==> src/logic/tlb_defines.svh <==
`ifndef TLB_DEFINES_SVH
`define TLB_DEFINES_SVH

// Buffer geometry
`define TLB_SETS            8
`define TLB_OFFSETS         4   // Row pairs per set and bank
`define TLB_BANKS           2
`define TLB_PAGE_BITS       12

// Address and config bus widths
`define TLB_VA_WIDTH        32
`define TLB_PA_WIDTH        40
`define TLB_CFG_DATA_WIDTH  64
`define TLB_CFG_ADDR_WIDTH  32

`define TLB_SET_BITS        $clog2(`TLB_SETS)
`define TLB_OFF_BITS        $clog2(`TLB_OFFSETS)
`define TLB_BANK_BITS       $clog2(`TLB_BANKS)
`define TLB_ROW_BITS        (`TLB_SET_BITS + 1 + `TLB_OFF_BITS)
`define TLB_PA_IDX_BITS     (`TLB_ROW_BITS + `TLB_BANK_BITS)

// Virtual entry flags in config data
`define TLB_ENT_VALID       0
`define TLB_ENT_READ        1
`define TLB_ENT_WRITE       2

`endif

==> src/logic/tlb_addr_pkg.sv <==
`default_nettype none

`include "tlb_defines.svh"

package tlb_addr_pkg;

   ////////////////////
   // Addresses

   typedef logic [`TLB_VA_WIDTH-1:0] va_t;
   typedef logic [`TLB_PA_WIDTH-1:0] pa_t;

   typedef logic [`TLB_VA_WIDTH-`TLB_PAGE_BITS-1:0] va_page_t;
   typedef logic [`TLB_PA_WIDTH-`TLB_PAGE_BITS-1:0] pa_page_t;

   ////////////////////
   // RAM indices

   typedef logic [`TLB_SET_BITS-1:0]    set_idx_t;
   typedef logic [`TLB_OFF_BITS-1:0]    off_idx_t;
   typedef logic [`TLB_ROW_BITS-1:0]    row_idx_t;   // {set, port half, offset}
   typedef logic [`TLB_PA_IDX_BITS-1:0] pa_idx_t;    // {row, bank}

   // Config write bus
   typedef logic [`TLB_CFG_ADDR_WIDTH-1:0] cfg_addr_t;
   typedef logic [`TLB_CFG_DATA_WIDTH-1:0] cfg_data_t;

endpackage

`default_nettype wire

==> src/logic/tlb_ctrl_pkg.sv <==
`default_nettype none

package tlb_ctrl_pkg;

   // Request type, as on rw_type_i
   typedef enum logic {
      ACC_READ  = 1'b0,
      ACC_WRITE = 1'b1
   } access_e;

   typedef enum logic [1:0] {
      S_IDLE, S_SEARCH, S_DONE
   } search_state_e;

   typedef enum logic [1:0] {
      O_IDLE, O_SEND, O_SENT
   } out_state_e;

endpackage

`default_nettype wire

==> src/logic/tlb_search_if.sv <==
`default_nettype none

`include "tlb_defines.svh"

interface tlb_search_if;
   import tlb_addr_pkg::*;
   import tlb_ctrl_pkg::*;

   // Request side, from the controller
   va_page_t page;
   access_e  access;
   row_idx_t row0;      // Port half 0
   row_idx_t row1;      // Port half 1
   logic     look;      // Rows valid this cycle

   // One slot per bank
   logic     [`TLB_BANKS-1:0] bank_hit;
   logic     [`TLB_BANKS-1:0] bank_prot;
   row_idx_t [`TLB_BANKS-1:0] bank_row;

   logic     found;     // Any bank matched

   modport ctrl  (output page, access, row0, row1, look, input found);
   modport bank  (input page, access, row0, row1, look,
                  output bank_hit, bank_prot, bank_row);
   modport merge (input bank_hit, bank_prot, bank_row, page, output found);

endinterface

`default_nettype wire

==> src/logic/tlb_search_ctrl.sv <==
`default_nettype none

`include "tlb_defines.svh"

module tlb_search_ctrl (
   input  wire logic                  clk_i,
   input  wire logic                  rst_ni,
   input  wire logic                  l1_miss_i,
   input  wire tlb_addr_pkg::va_t     in_addr_i,
   input  wire tlb_ctrl_pkg::access_e rw_type_i,
   input  wire logic                  result_i,      // Any result pulse
   input  wire logic                  trans_sent_i,
   input  wire logic                  hit_done_i,    // Hit pulse
   tlb_search_if.ctrl                 srch,
   output logic                       busy_o,
   output logic                       last_o
);
   import tlb_addr_pkg::*;
   import tlb_ctrl_pkg::*;

   search_state_e state_q, state_d;

   va_t      addr_q;
   access_e  acc_q;
   set_idx_t set_w;
   off_idx_t off_q;
   logic     last_q;
   logic     hit_wait_q;   // Hit sent, waiting on trans_sent_i
   logic     busy_q;

   ////////////////////
   // FSM

   always_ff @(posedge clk_i) begin
      if (!rst_ni) begin
         state_q <= S_IDLE;
      end else begin
         state_q <= state_d;
      end
   end

   always_comb begin
      state_d = state_q;
      unique case (state_q)
         S_IDLE:   if (l1_miss_i) state_d = S_SEARCH;
         S_SEARCH: if (srch.found || last_q) state_d = S_DONE;   // Early stop on first match
         S_DONE: begin
            if ((result_i && !hit_done_i) || (hit_wait_q && trans_sent_i)) begin
               state_d = S_IDLE;
            end
         end
         default:  state_d = S_IDLE;
      endcase
   end

   always_ff @(posedge clk_i) begin
      if (!rst_ni) begin
         hit_wait_q <= 1'b0;
      end else if (hit_done_i) begin
         hit_wait_q <= 1'b1;
      end else if (trans_sent_i) begin
         hit_wait_q <= 1'b0;
      end
   end

   ////////////////////
   // Request capture

   always_ff @(posedge clk_i) begin
      if (l1_miss_i) begin
         addr_q <= in_addr_i;
         acc_q  <= rw_type_i;
      end
   end

   assign set_w = addr_q[`TLB_PAGE_BITS+`TLB_SET_BITS-1:`TLB_PAGE_BITS];

   // Offset stepping, one row pair per cycle
   always_ff @(posedge clk_i) begin
      if (!rst_ni) begin
         off_q  <= '0;
         last_q <= 1'b0;
      end else begin
         if (l1_miss_i) begin
            off_q <= '0;
         end else if (srch.look) begin
            off_q <= off_q + 1'b1;
         end
         last_q <= srch.look && (off_q == off_idx_t'(`TLB_OFFSETS-1));
      end
   end

   assign srch.page   = addr_q[`TLB_VA_WIDTH-1:`TLB_PAGE_BITS];
   assign srch.access = acc_q;
   assign srch.row0   = {set_w, 1'b0, off_q};
   assign srch.row1   = {set_w, 1'b1, off_q};
   assign srch.look   = (state_q == S_SEARCH) && !last_q && !srch.found;

   // Busy from the miss until the FSM has been idle a cycle
   always_ff @(posedge clk_i) begin
      if (!rst_ni) begin
         busy_q <= 1'b0;
      end else begin
         busy_q <= (state_q != S_IDLE) || l1_miss_i;
      end
   end

   assign busy_o = busy_q;
   assign last_o = last_q;

   a_miss_in_idle : assert property (@(posedge clk_i) disable iff (!rst_ni)
      l1_miss_i |-> (state_q == S_IDLE));

endmodule

`default_nettype wire

==> src/flat_wrapper.sv <==
// flat-port wrapper written by rule: the top's interface ports become plain ports
module tlb_search_ctrl_flat import tlb_addr_pkg::*; import tlb_ctrl_pkg::*;
  (clk_i, rst_ni, l1_miss_i, in_addr_i, rw_type_i, result_i, trans_sent_i, hit_done_i, busy_o, last_o, srch_page, srch_access, srch_row0, srch_row1, srch_look, srch_found);
  tlb_search_if srch_i ();
  input  wire logic clk_i;
  input  wire logic rst_ni;
  input  wire logic l1_miss_i;
  input  wire tlb_addr_pkg::va_t in_addr_i;
  input  wire tlb_ctrl_pkg::access_e rw_type_i;
  input  wire logic result_i;
  input  wire logic trans_sent_i;
  input  wire logic hit_done_i;
  output logic busy_o;
  output logic last_o;
  output wire logic [$bits(srch_i.page)-1:0] srch_page;
  output wire logic [$bits(srch_i.access)-1:0] srch_access;
  output wire logic [$bits(srch_i.row0)-1:0] srch_row0;
  output wire logic [$bits(srch_i.row1)-1:0] srch_row1;
  output wire logic [$bits(srch_i.look)-1:0] srch_look;
  input wire logic [$bits(srch_i.found)-1:0] srch_found;
  assign srch_page = srch_i.page;
  assign srch_access = srch_i.access;
  assign srch_row0 = srch_i.row0;
  assign srch_row1 = srch_i.row1;
  assign srch_look = srch_i.look;
  assign srch_i.found = srch_found;
  tlb_search_ctrl u_core (.clk_i(clk_i), .rst_ni(rst_ni), .l1_miss_i(l1_miss_i), .in_addr_i(in_addr_i), .rw_type_i(rw_type_i), .result_i(result_i), .trans_sent_i(trans_sent_i), .hit_done_i(hit_done_i), .srch(srch_i), .busy_o(busy_o), .last_o(last_o));
endmodule
==> config.mk <==
export PLATFORM = sky130hd
export DESIGN_NAME = tlb_search_ctrl_flat
export DESIGN_NICKNAME = d
export VERILOG_FILES = /design/src/logic/tlb_addr_pkg.sv /design/src/logic/tlb_ctrl_pkg.sv /design/src/logic/tlb_search_if.sv /design/src/logic/tlb_search_ctrl.sv /design/src/flat_wrapper.sv
export VERILOG_INCLUDE_DIRS = /design/src /design/src/logic
export SDC_FILE = /design/constraint.sdc
export NUM_CORES = 1
export LEC_CHECK = 0
export ABC_AREA = 1
export BUFFER_PORTS_ARGS = -buffer_cell sky130_fd_sc_hd__buf_2
export CORE_MARGIN = 4
export CORE_UTILIZATION = 35
export DETAILED_ROUTE_END_ITERATION = 6
export GPL_ROUTABILITY_DRIVEN = 1
export PLACE_DENSITY = 0.81
export SETUP_SLACK_MARGIN = 0.2
export SLEW_MARGIN = 20
export SYNTH_ARGS = -nofsm -noshare
export SYNTH_HDL_FRONTEND = slang
export SYNTH_SLANG_ARGS = --single-unit
export TNS_END_PERCENT = 5
==> constraint.sdc <==
create_clock -name clk_i -period 1 [get_ports clk_i]
set_clock_uncertainty 0.15 [all_clocks]
set_input_delay 0.25 -clock clk_i [delete_from_list [all_inputs] [get_ports clk_i]]
set_output_delay 0.25 -clock clk_i [all_outputs]
set_load 0.02 [all_outputs]
==> impl_metrics.csv, run 1 <==
group,metric,value,unit
run_status,outcome,"finished with violations",
run_status,violations,"negative hold slack, negative setup slack",
floorplanning,io_pins,76,
sta,slew_viol_final,0,
power,swShare,0.263,
placed_design,dpl-instance-area,0.00138,mm2
worst_setup_path,endpoint_kind,"output port",
synthesis,synth_nets,118,
synthesis,yosys-top-cells-area,"edfxtp_1 61%, dfxtp_1 14%, buf_4 7.3%",
clock_network,htree_levels,1,
synthesis,synth_seq_cells,28,
routing,vias,792,
synthesis,ys_seq_area_frac,0.748,
routing,wl_per_cell,13.3,um
floorplanning,num_rows,19,
job,cap_violations,0,
power,combPwrFrac,0.208,
synthesis,syn_area,0.00103,mm2
placed_design,hpwl,1770,um
sta,whs,-0.0532,ns
grt,grtUsageTotal,0.113,
synthesis,synthXorXnorAreaFrac,0,
floorplanning,die_y,62.2,um
grt,grt_pass1_wl,3530,um
finish,final_nets,186,
synthesis,synth_fa_ha_area_frac,0.0122,
power,power_density,1510,mW/mm2
power,p_int,1700,uW
finish,antennaDiodeCount,0,
placed_design,detailedPlace.worstSlack,-0.172,ns
sta,post-route-period-util,1.45,
clock_network,clk_pin_slew,0.14,ns
sta,fin_setup_tns,-10.23,ns
sta,setup_ws,-0.451,ns
grt,grt_antenna_before_repair,0,
power,power.switching,606,uW
clock_network,cts_buffers,3,
synthesis,synth_top_family_by_area,"buffers and inverters",
grt,gr-usage-met3,0.0468,
routing,finalWirelength,2320,um
finish,drive_above_1_share,0.639,
worst_setup_path,crit_arrival,1.05,ns
finish,final_common_cell,"buf_2",
grt,gr-usage-met2,0.218,
sta,finalSetupViolations,39,
grt,grt-ovfl-total,0,
synthesis,ys_warn_count,0,
placed_design,globalplace.congestion,0.709,
floorplanning,initial_core_util,0.370,
worst_setup_path,cp_data_required_time,0.60,ns
routing,ant_nets,0,
worst_setup_path,path_class,"flip-flop to output port",
finish,postLayoutCellArea,0.00153,mm2
worst_setup_path,worstPathMaxFanout,2,
synthesis,synth.distinct_cells,16,
power,vdd_drop_max,1.15,mV
floorplanning,die_area,0.00387,mm2
min_path,hp-class,"input port to flip-flop",
routing,drc,0,
finish,layout_common_cells,"53 x buf_2, 21 x edfxtp_1, 11 x buf_6",
sta,min_period,1.45,ns
sta,rsz0062_at_grt,"true",
grt,grt.met1_usage,0.101,
synthesis,synth_compound_area_frac,0.0292,
clock_network,cts_buffer_depth,2,
floorplanning,dieWidth,62.2,um
synthesis,synth.top_cell.area_share,0.612,
finish,syn_to_final_growth,48.7,%
floorplanning,core-area,0.00278,mm2
placed_design,io_buffers,61,
routing,vias_per_cell,4.53,
synthesis,yosysTopAreaCell,"edfxtp_1",
synthesis,synth.area.mux_share,0,
clock_network,clock_latency,0.31,ns
power,power.leakage,0.000726,uW
sta,hold_viol,21,
clock_network,clock_sinks,28,
clock_network,cts-root-buf,"clkbuf_4",
grt,grt_max_degree,16,
grt,first_global_vias,831,
power,p_clk_frac,0.195,
clock_network,cts_tree,"built",
routing,firstDrtPassIters,4,
worst_setup_path,critPathLaunchType,"flip-flop",
routing,drt_iter0_drc,9,
sta,fmax,0.689,GHz
synthesis,post_synth.cell_area_avg,13.4,um2
synthesis,netlist_instances,77,
synthesis,synth-simple-area-share,0.0923,
power,seqPwrFrac,0.597,
grt,busiest_layer,"met2",
## repair_timing
item,4_1_cts,5_1_grt
hold endpoints to repair,22,22
endpoints found under the setup margin,40,40
gates resized for setup,20,9
pin swaps,1,2
buffers inserted,3,2
## flip-flops by register name, indices dropped and copies added, names as in the netlist
signal	count
u_core.addr_q	20
u_core.busy_o	1
u_core.hit_wait_q	1
u_core.last_o	1
u_core.off_q	2
u_core.srch.access	1
u_core.state_q	2
## worst max-delay path, stage by stage (launching register included)
cell,delay [ns]
dfxtp_2,0.35
inv_2,0.05
nor2_4,0.11
nand2_4,0.07
inv_4,0.06
buf_6,0.11
## kinds of logic (layout without fill, tap and decap cells)
logic type,count (synthesis),after routing
and+or+nand+nor,20,20
buffers and inverters,20,87
adders and majority gates,1,1
DFF,28,28
other,2,2
AOI/OAI and AO/OA,6,6
## cells in the mapped netlist
library cell / number
nand2_1: 7
ha_1: 1
nand2_4: 1
o21ai_1: 2
edfxtp_1: 21
conb_1: 2
nor2_1: 8
clkinv_2: 1
nor2_4: 1
dfxtp_1: 7
inv_2: 1
nand4_1: 1
nand3_1: 2
inv_1: 8
buf_4: 10
a21oi_1: 4
## final timing paths
check	startpoint	end	slack (ns)	cells after the start
worst max-delay path	u_core.state_q[0]	srch_look	-0.45	5
worst min-delay path	in_addr_i[12]	u_core.addr_q[12]	-0.05	1
worst max register to register	u_core.state_q[0]	u_core.state_q[1]	-0.26	9
worst min register to register	u_core.hit_wait_q	u_core.hit_wait_q	0.32	2
## routing by layer
layer | vias to the layer above | wire length, um
met5 | - | 0
met4 | 0 | 23
met3 | 4 | 255
met2 | 44 | 1300
met1 | 369 | 745
li1 | 375 | -
## through the flow
step / util / hold WS [ns] / std cells / power [uW]
2_1_floorplan: - / 0.199 / 77 / 1660
3_3_place_gp: 0.497 / 0.277 / 166 / 1800
3_5_place_dp: 0.497 / 0.279 / 166 / 1830
4_1_cts: 0.535 / -0.0622 / 173 / 2310
5_1_grt: 0.551 / -0.0910 / 175 / 2440
6_report: 0.551 / -0.0532 / 175 / 2310
## power by group through the flow
stage	Clock, uW	Sequential, uW	Combinational [uW]
global route	545	1390	510
CTS	471	1380	460
global placement	0	1400	407
floorplan	0	1510	154
finish	448	1380	480
detailed placement	0	1400	426
## area by class of cell
| class | count | area [um2] |
|---|---|---|
| clock buffer | 4 | 26.3 |
| fill | 238 | 1250 |
| inverter | 10 | 40.0 |
| multi-input combinational | 29 | 164 |
| sequential | 28 | 781 |
| tap | 31 | 38.8 |
| timing repair buffer | 73 | 482 |
No activity file was read; power rests on OpenSTA's default activity.
==> run 2: changes to the inputs <==
--- a/config.mk
+++ b/config.mk
@@ -8,11 +8,13 @@
 export LEC_CHECK = 0
 export ABC_AREA = 1
 export BUFFER_PORTS_ARGS = -buffer_cell sky130_fd_sc_hd__buf_2
+export CELL_PAD_IN_SITES_DETAIL_PLACEMENT = 1
+export CELL_PAD_IN_SITES_GLOBAL_PLACEMENT = 1
 export CORE_MARGIN = 4
-export CORE_UTILIZATION = 35
+export CORE_UTILIZATION = 25
 export DETAILED_ROUTE_END_ITERATION = 6
 export GPL_ROUTABILITY_DRIVEN = 1
-export PLACE_DENSITY = 0.81
+export PLACE_DENSITY = 0.8
 export SETUP_SLACK_MARGIN = 0.2
 export SLEW_MARGIN = 20
 export SYNTH_ARGS = -nofsm -noshare
==> run 2 against run 1 <==
- the run ends with negative setup slack left
- final cell count grew 14%
- register-to-register slack lost 0.11 ns
- clock power grew 49%
- critical path depth is the same
- sequential power is essentially flat
- clock-buffer cell count is the same
- worst setup slack gained 0.055 ns
- via count grew 1.4%
- hold slack gained 0.059 ns
- utilization shrank 14 points
- wire length grew 11%
==> impl_metrics.csv, run 2 (synthesis results as in run 1) <==
group,metric,value,unit
routing,wl_per_cell,12.9,um
run_status,violations,"negative setup slack",
grt,first_global_vias,804,
routing,vias_per_cell,4.02,
floorplanning,dieWidth,72.2,um
sta,finalSetupViolations,39,
worst_setup_path,critPathSlowestCell,"dfxtp_2",
placed_design,dp.cells,189,
worst_setup_path,reg2reg_slack,-0.37,ns
finish,syn_to_final_growth,58.2,%
power,p_total,2560,uW
sta,slew_viol_final,0,
routing,firstDrtPassIters,4,
routing,drc,0,
grt,grt_antenna_before_repair,0,
finish,final_common_cell,"buf_2",
floorplanning,io_pins,76,
grt,grt_max_degree,16,
clock_network,cts_buffer_depth,2,
clock_network,clock_latency,0.26,ns
worst_setup_path,cpPeakStageDelay,0.34,ns
finish,top_regs,"u_core.addr_q (20), u_core.off_q (2), u_core.state_q (2)",
job,cap_violations,0,
grt,busiest_layer,"met2",
clock_network,cts_buffers,3,
clock_network,clock_sinks,28,
worst_setup_path,endpoint_kind,"output port",
floorplanning,initial_core_util,0.257,
routing,vias,803,
clock_network,clk_pin_slew,0.09,ns
power,power_density,1570,mW/mm2
finish,largest_reg_flops,20,
sta,post-route-period-util,1.40,
worst_setup_path,crit_arrival,1.00,ns
grt,grtUsageTotal,0.0944,
worst_setup_path,reg2reg_to,"u_core.state_q[1]",
finish,fin_util,0.407,
finish,fill_cells,456,
sta,hold_viol,0,
min_path,whs_path_depth,1,
routing,finalWirelength,2590,um
finish,antennaDiodeCount,0,
grt,grt_pass1_wl,3630,um
finish,seq_area,778,um2
min_path,min-delay-start,"in_addr_i[29]",
finish,postLayoutCellArea,0.00163,mm2
placed_design,io_buffers,61,
sta,setup_ws,-0.396,ns
grt,gr-usage-met2,0.180,
finish,final_nets,192,
clock_network,cts_tree,"built",
finish,final_cells,200,
placed_design,hpwl,2000,um
clock_network,cts-root-buf,"clkbuf_8",
floorplanning,num_rows,23,
sta,rsz0062_at_grt,"true",
finish,largest-register,"u_core.addr_q",
sta,fmax,0.717,GHz
worst_setup_path,critPathLaunchType,"flip-flop",
worst_setup_path,worstPathCellList,"inv_2, nor2_4, nand2_4, clkinv_4, buf_6",
worst_setup_path,worstPathMaxFanout,2,
power,vdd_drop_max,0.675,mV
sta,min_period,1.40,ns
min_path,hp-class,"input port to flip-flop",
finish,multi_input_area,176,um2
worst_setup_path,cp_data_required_time,0.60,ns
routing,ant_nets,0,
power,power.leakage,0.000768,uW
placed_design,dpl-instance-area,0.00142,mm2
finish,layout_common_cells,"53 x buf_2, 21 x edfxtp_1, 14 x buf_4",
worst_setup_path,r2r_start,"u_core.state_q[0]",
floorplanning,core-area,0.00400,mm2
worst_setup_path,r2r.worst_path.cells,10,
floorplanning,die_y,72.2,um
worst_setup_path,path_class,"flip-flop to output port",
clock_network,htree_levels,1,
run_status,outcome,"finished with violations",
placed_design,globalplace.congestion,0.720,
min_path,holdPathEnd,"u_core.addr_q[29]",
finish,drive_above_1_share,0.667,
grt,grt-ovfl-total,0,
floorplanning,die_area,0.00521,mm2
routing,drt_iter0_drc,45,
grt,grt.met1_usage,0.0803,
grt,gr-usage-met3,0.0374,
[run 2: changes by cell type in the layout (fill, tap and decap cells not counted)]
cell      previous run  this run
clkinv_4             0         1
buf_4                7        14
buf_12               2         1
nor2_2               3         1
dfxtp_4              1         0
clkbuf_8             0         4
inv_4                1         0
clkbuf_4             3         0
nand2_2              0         1
clkbuf_1             1         0
dfxtp_2              5         6
nor2_4               1         3
nand2_1              7         6
[run 2: final cells by class]
type / count / share of cell area
sequential: 28 / 0.478
timing repair buffer: 79 / 0.316
multi-input combinational: 29 / 0.108
tap: 50 / 0.0384
clock buffer: 4 / 0.0338
inverter: 10 / 0.0261
[run 2: repair_timing]
action,in CTS,in global routing
pin swaps,2,2
hold endpoints to repair,8,18
resized for setup,18,13
setup buffers,3,4
setup endpoints to repair,56,40
[run 2: critical path: cells and delay by family, from the launching register on]
kind / cells / cell delay [ns]
buffers and inverters: 3 / 0.20
flip-flops: 1 / 0.34
AND/OR/NAND/NOR: 2 / 0.19
[run 2: layer usage]
layer / routed length [um] / vias up
met3: 322 / 4
met5: 0 / -
met2: 1370 / 47
li1: - / 384
met4: 52 / 0
met1: 842 / 368
[run 2: worst max path at each step]
stage	startpoint	endpoint	slack [ns]
5_1_grt	u_core.state_q[0]	srch_look	-0.45
4_1_cts	u_core.state_q[0]	srch_look	-0.42
3_3_place_gp	srch_found	srch_look	-0.18
3_5_place_dp	srch_found	srch_look	-0.18
2_1_floorplan	u_core.addr_q[12]	srch_row0[3]	-0.08
6_report	u_core.state_q[0]	srch_look	-0.40
[run 2: report_power, final]
group / internal (uW) / leakage, uW / switching, uW / total, uW
clock network: 351 / 0.0000288 / 316 / 667
registers: 1340 / 0.000265 / 34.4 / 1380
logic: 225 / 0.000474 / 286 / 511
[run 2: per-stage QoR]
stage	hold slack, ns	worst slack (ns)	TNS, ns
floorplan	0.199	-0.0812	-0.602
global placement	0.277	-0.178	-2.14
detailed placement	0.279	-0.181	-2.26
CTS	-0.00471	-0.419	-9.16
global route	-0.0167	-0.454	-11.07
finish	0.00545	-0.396	-9.18
==> run 3: changes to the inputs <==
--- a/config.mk
+++ b/config.mk
@@ -8,13 +8,11 @@
 export LEC_CHECK = 0
 export ABC_AREA = 1
 export BUFFER_PORTS_ARGS = -buffer_cell sky130_fd_sc_hd__buf_2
-export CELL_PAD_IN_SITES_DETAIL_PLACEMENT = 1
-export CELL_PAD_IN_SITES_GLOBAL_PLACEMENT = 1
 export CORE_MARGIN = 4
-export CORE_UTILIZATION = 25
+export CORE_UTILIZATION = 23
 export DETAILED_ROUTE_END_ITERATION = 6
 export GPL_ROUTABILITY_DRIVEN = 1
-export PLACE_DENSITY = 0.8
+export PLACE_DENSITY = 0.59
 export SETUP_SLACK_MARGIN = 0.2
 export SLEW_MARGIN = 20
 export SYNTH_ARGS = -nofsm -noshare
==> run 3 against run 2 <==
- the flow still finishes with violations (negative setup slack)
- sequential power about the same
- first-iteration DRC count down 91%
- sequential cell count unchanged
- die area up 7.7%
- total power down 4.0%
- largest power group unchanged
- highest routed layer is now met3
==> impl_metrics.csv, run 3 (synthesis results as in run 1) <==
group,metric,value,unit
run_status,outcome,"finished with violations",
run_status,violations,"negative setup slack",
clock_network,clock_sinks,28,
clock_network,clk_pin_slew,0.09,ns
routing,finalWirelength,2100,um
worst_setup_path,critPathSlowestCell,"dfxtp_2",
routing,wl_per_cell,10.7,um
finish,fill_cells,437,
finish,layout_common_cells,"54 x buf_2, 21 x edfxtp_1, 11 x buf_6",
worst_setup_path,reg2reg_to,"u_core.off_q[0]",
grt,grt_pass1_wl,3040,um
sta,setup_ws,-0.383,ns
min_path,whs_path_depth,1,
finish,largest-register,"u_core.addr_q",
power,p_total,2450,uW
clock_network,cts_buffer_depth,2,
floorplanning,die_y,74.9,um
placed_design,hpwl,1650,um
power,vdd_drop_max,0.468,mV
finish,syn_to_final_growth,53.5,%
power,p_clk_frac,0.246,
power,power.leakage,0.000728,uW
sta,min_period,1.38,ns
min_path,hp-class,"input port to flip-flop",
grt,grt_max_degree,16,
min_path,holdPathEnd,"u_core.addr_q[21]",
clock_network,cts_tree,"built",
grt,grt_antenna_before_repair,0,
sta,whs,0.000381,ns
routing,vias_per_cell,3.86,
placed_design,dp.cells,188,
worst_setup_path,worstPathMaxFanout,3,
floorplanning,io_pins,76,
clock_network,cts_buffers,3,
floorplanning,core-area,0.00435,mm2
finish,drive_above_1_share,0.653,
finish,final_nets,186,
sta,fin_setup_tns,-8.46,ns
power,swShare,0.258,
finish,postLayoutCellArea,0.00158,mm2
clock_network,clock_latency,0.27,ns
placed_design,dpl-instance-area,0.00140,mm2
sta,slew_viol_final,0,
worst_setup_path,reg2reg_slack,-0.34,ns
worst_setup_path,cp_data_required_time,0.60,ns
floorplanning,dieWidth,74.9,um
clock_network,cts-root-buf,"clkbuf_8",
grt,first_global_vias,691,
routing,ant_nets,0,
worst_setup_path,worstPathCellList,"nor2_4, nand2_4, clkinv_4, buf_6",
finish,final_common_cell,"buf_2",
power,p_int,1820,uW
placed_design,globalplace.congestion,0.644,
grt,grtUsageTotal,0.0697,
worst_setup_path,cpPeakStageDelay,0.36,ns
routing,drt_iter0_drc,4,
sta,rsz0062_at_grt,"true",
routing,firstDrtPassIters,4,
finish,final_cells,196,
sta,post-route-period-util,1.38,
finish,largest_reg_flops,20,
sta,hold_viol,0,
grt,grt-ovfl-total,0,
placed_design,io_buffers,61,
routing,vias,757,
worst_setup_path,r2r.worst_path.cells,7,
worst_setup_path,critPathLaunchType,"flip-flop",
worst_setup_path,r2r_start,"u_core.state_q[1]",
floorplanning,num_rows,24,
power,power.switching,633,uW
power,combPwrFrac,0.194,
sta,fmax,0.723,GHz
finish,top_regs,"u_core.addr_q (20), u_core.off_q (2), u_core.state_q (2)",
job,cap_violations,0,
clock_network,htree_levels,1,
worst_setup_path,endpoint_kind,"output port",
floorplanning,initial_core_util,0.236,
power,power_density,1550,mW/mm2
finish,antennaDiodeCount,0,
min_path,min-delay-start,"in_addr_i[21]",
worst_setup_path,crit_arrival,0.98,ns
power,seqPwrFrac,0.560,
worst_setup_path,path_class,"flip-flop to output port",
floorplanning,die_area,0.00561,mm2
routing,drc,0,
sta,finalSetupViolations,39,
-- run 3: metrics by stage --
stage,util,setup WS [ns]
2_1_floorplan,-,-0.0812
3_5_place_dp,0.322,-0.159
4_1_cts,0.354,-0.406
5_1_grt,0.363,-0.432
6_report,0.363,-0.383
3_3_place_gp,0.322,-0.167
-- run 3: layout make-up --
class                           instances  area, um2  area share
Inverter                               10       42.5      0.0269
Clock buffer                            3       41.3      0.0261
Clock inverter                          1       3.75     0.00238
Sequential cell                        28        781       0.494
Multi-Input combinational cell         29        180       0.114
Timing Repair Buffer                   73        467       0.295
Tap cell                               52       65.1      0.0412
-- run 3: routing by layer --
layer  up-vias  track usage  wire, um
met5         -            0         0
met4         0       0.0178         0
met3         0       0.0240       312
met2        45        0.126       958
met1       340       0.0779       824
li1        372            -         -
-- run 3: repair_timing --
action | in CTS | in global routing
buffers inserted | 2 | 2
endpoints found under the hold margin | 9 | 18
pin swaps | 2 | 2
endpoints found under the setup margin | 40 | 40
gates resized for setup | 25 | 7
-- run 3: power by group through the flow --
stage / registers [uW] / clock network, uW / logic (uW)
finish: 1380 / 603 / 475
global route: 1390 / 690 / 519
CTS: 1380 / 635 / 458
detailed placement: 1400 / 0 / 421
global placement: 1400 / 0 / 419
floorplan: 1510 / 0 / 154
-- run 3: critical path, delay by kind of cell (launching register included) --
| family | cells | cell delay (ns) |
|---|---|---|
| flops | 1 | 0.36 |
| buf+inv | 2 | 0.15 |
| simple gates | 2 | 0.21 |
-- run 3: worst max-delay path by stage --
stage / start / end / slack (ns) / cells after the start
3_3_place_gp: srch_found / srch_look / -0.17 / 5
3_5_place_dp: srch_found / srch_look / -0.16 / 5
2_1_floorplan: u_core.addr_q[12] / srch_row0[3] / -0.08 / 1
6_report: u_core.state_q[1] / srch_look / -0.38 / 4
5_1_grt: u_core.state_q[0] / srch_look / -0.43 / 5
4_1_cts: u_core.state_q[0] / srch_look / -0.41 / 5
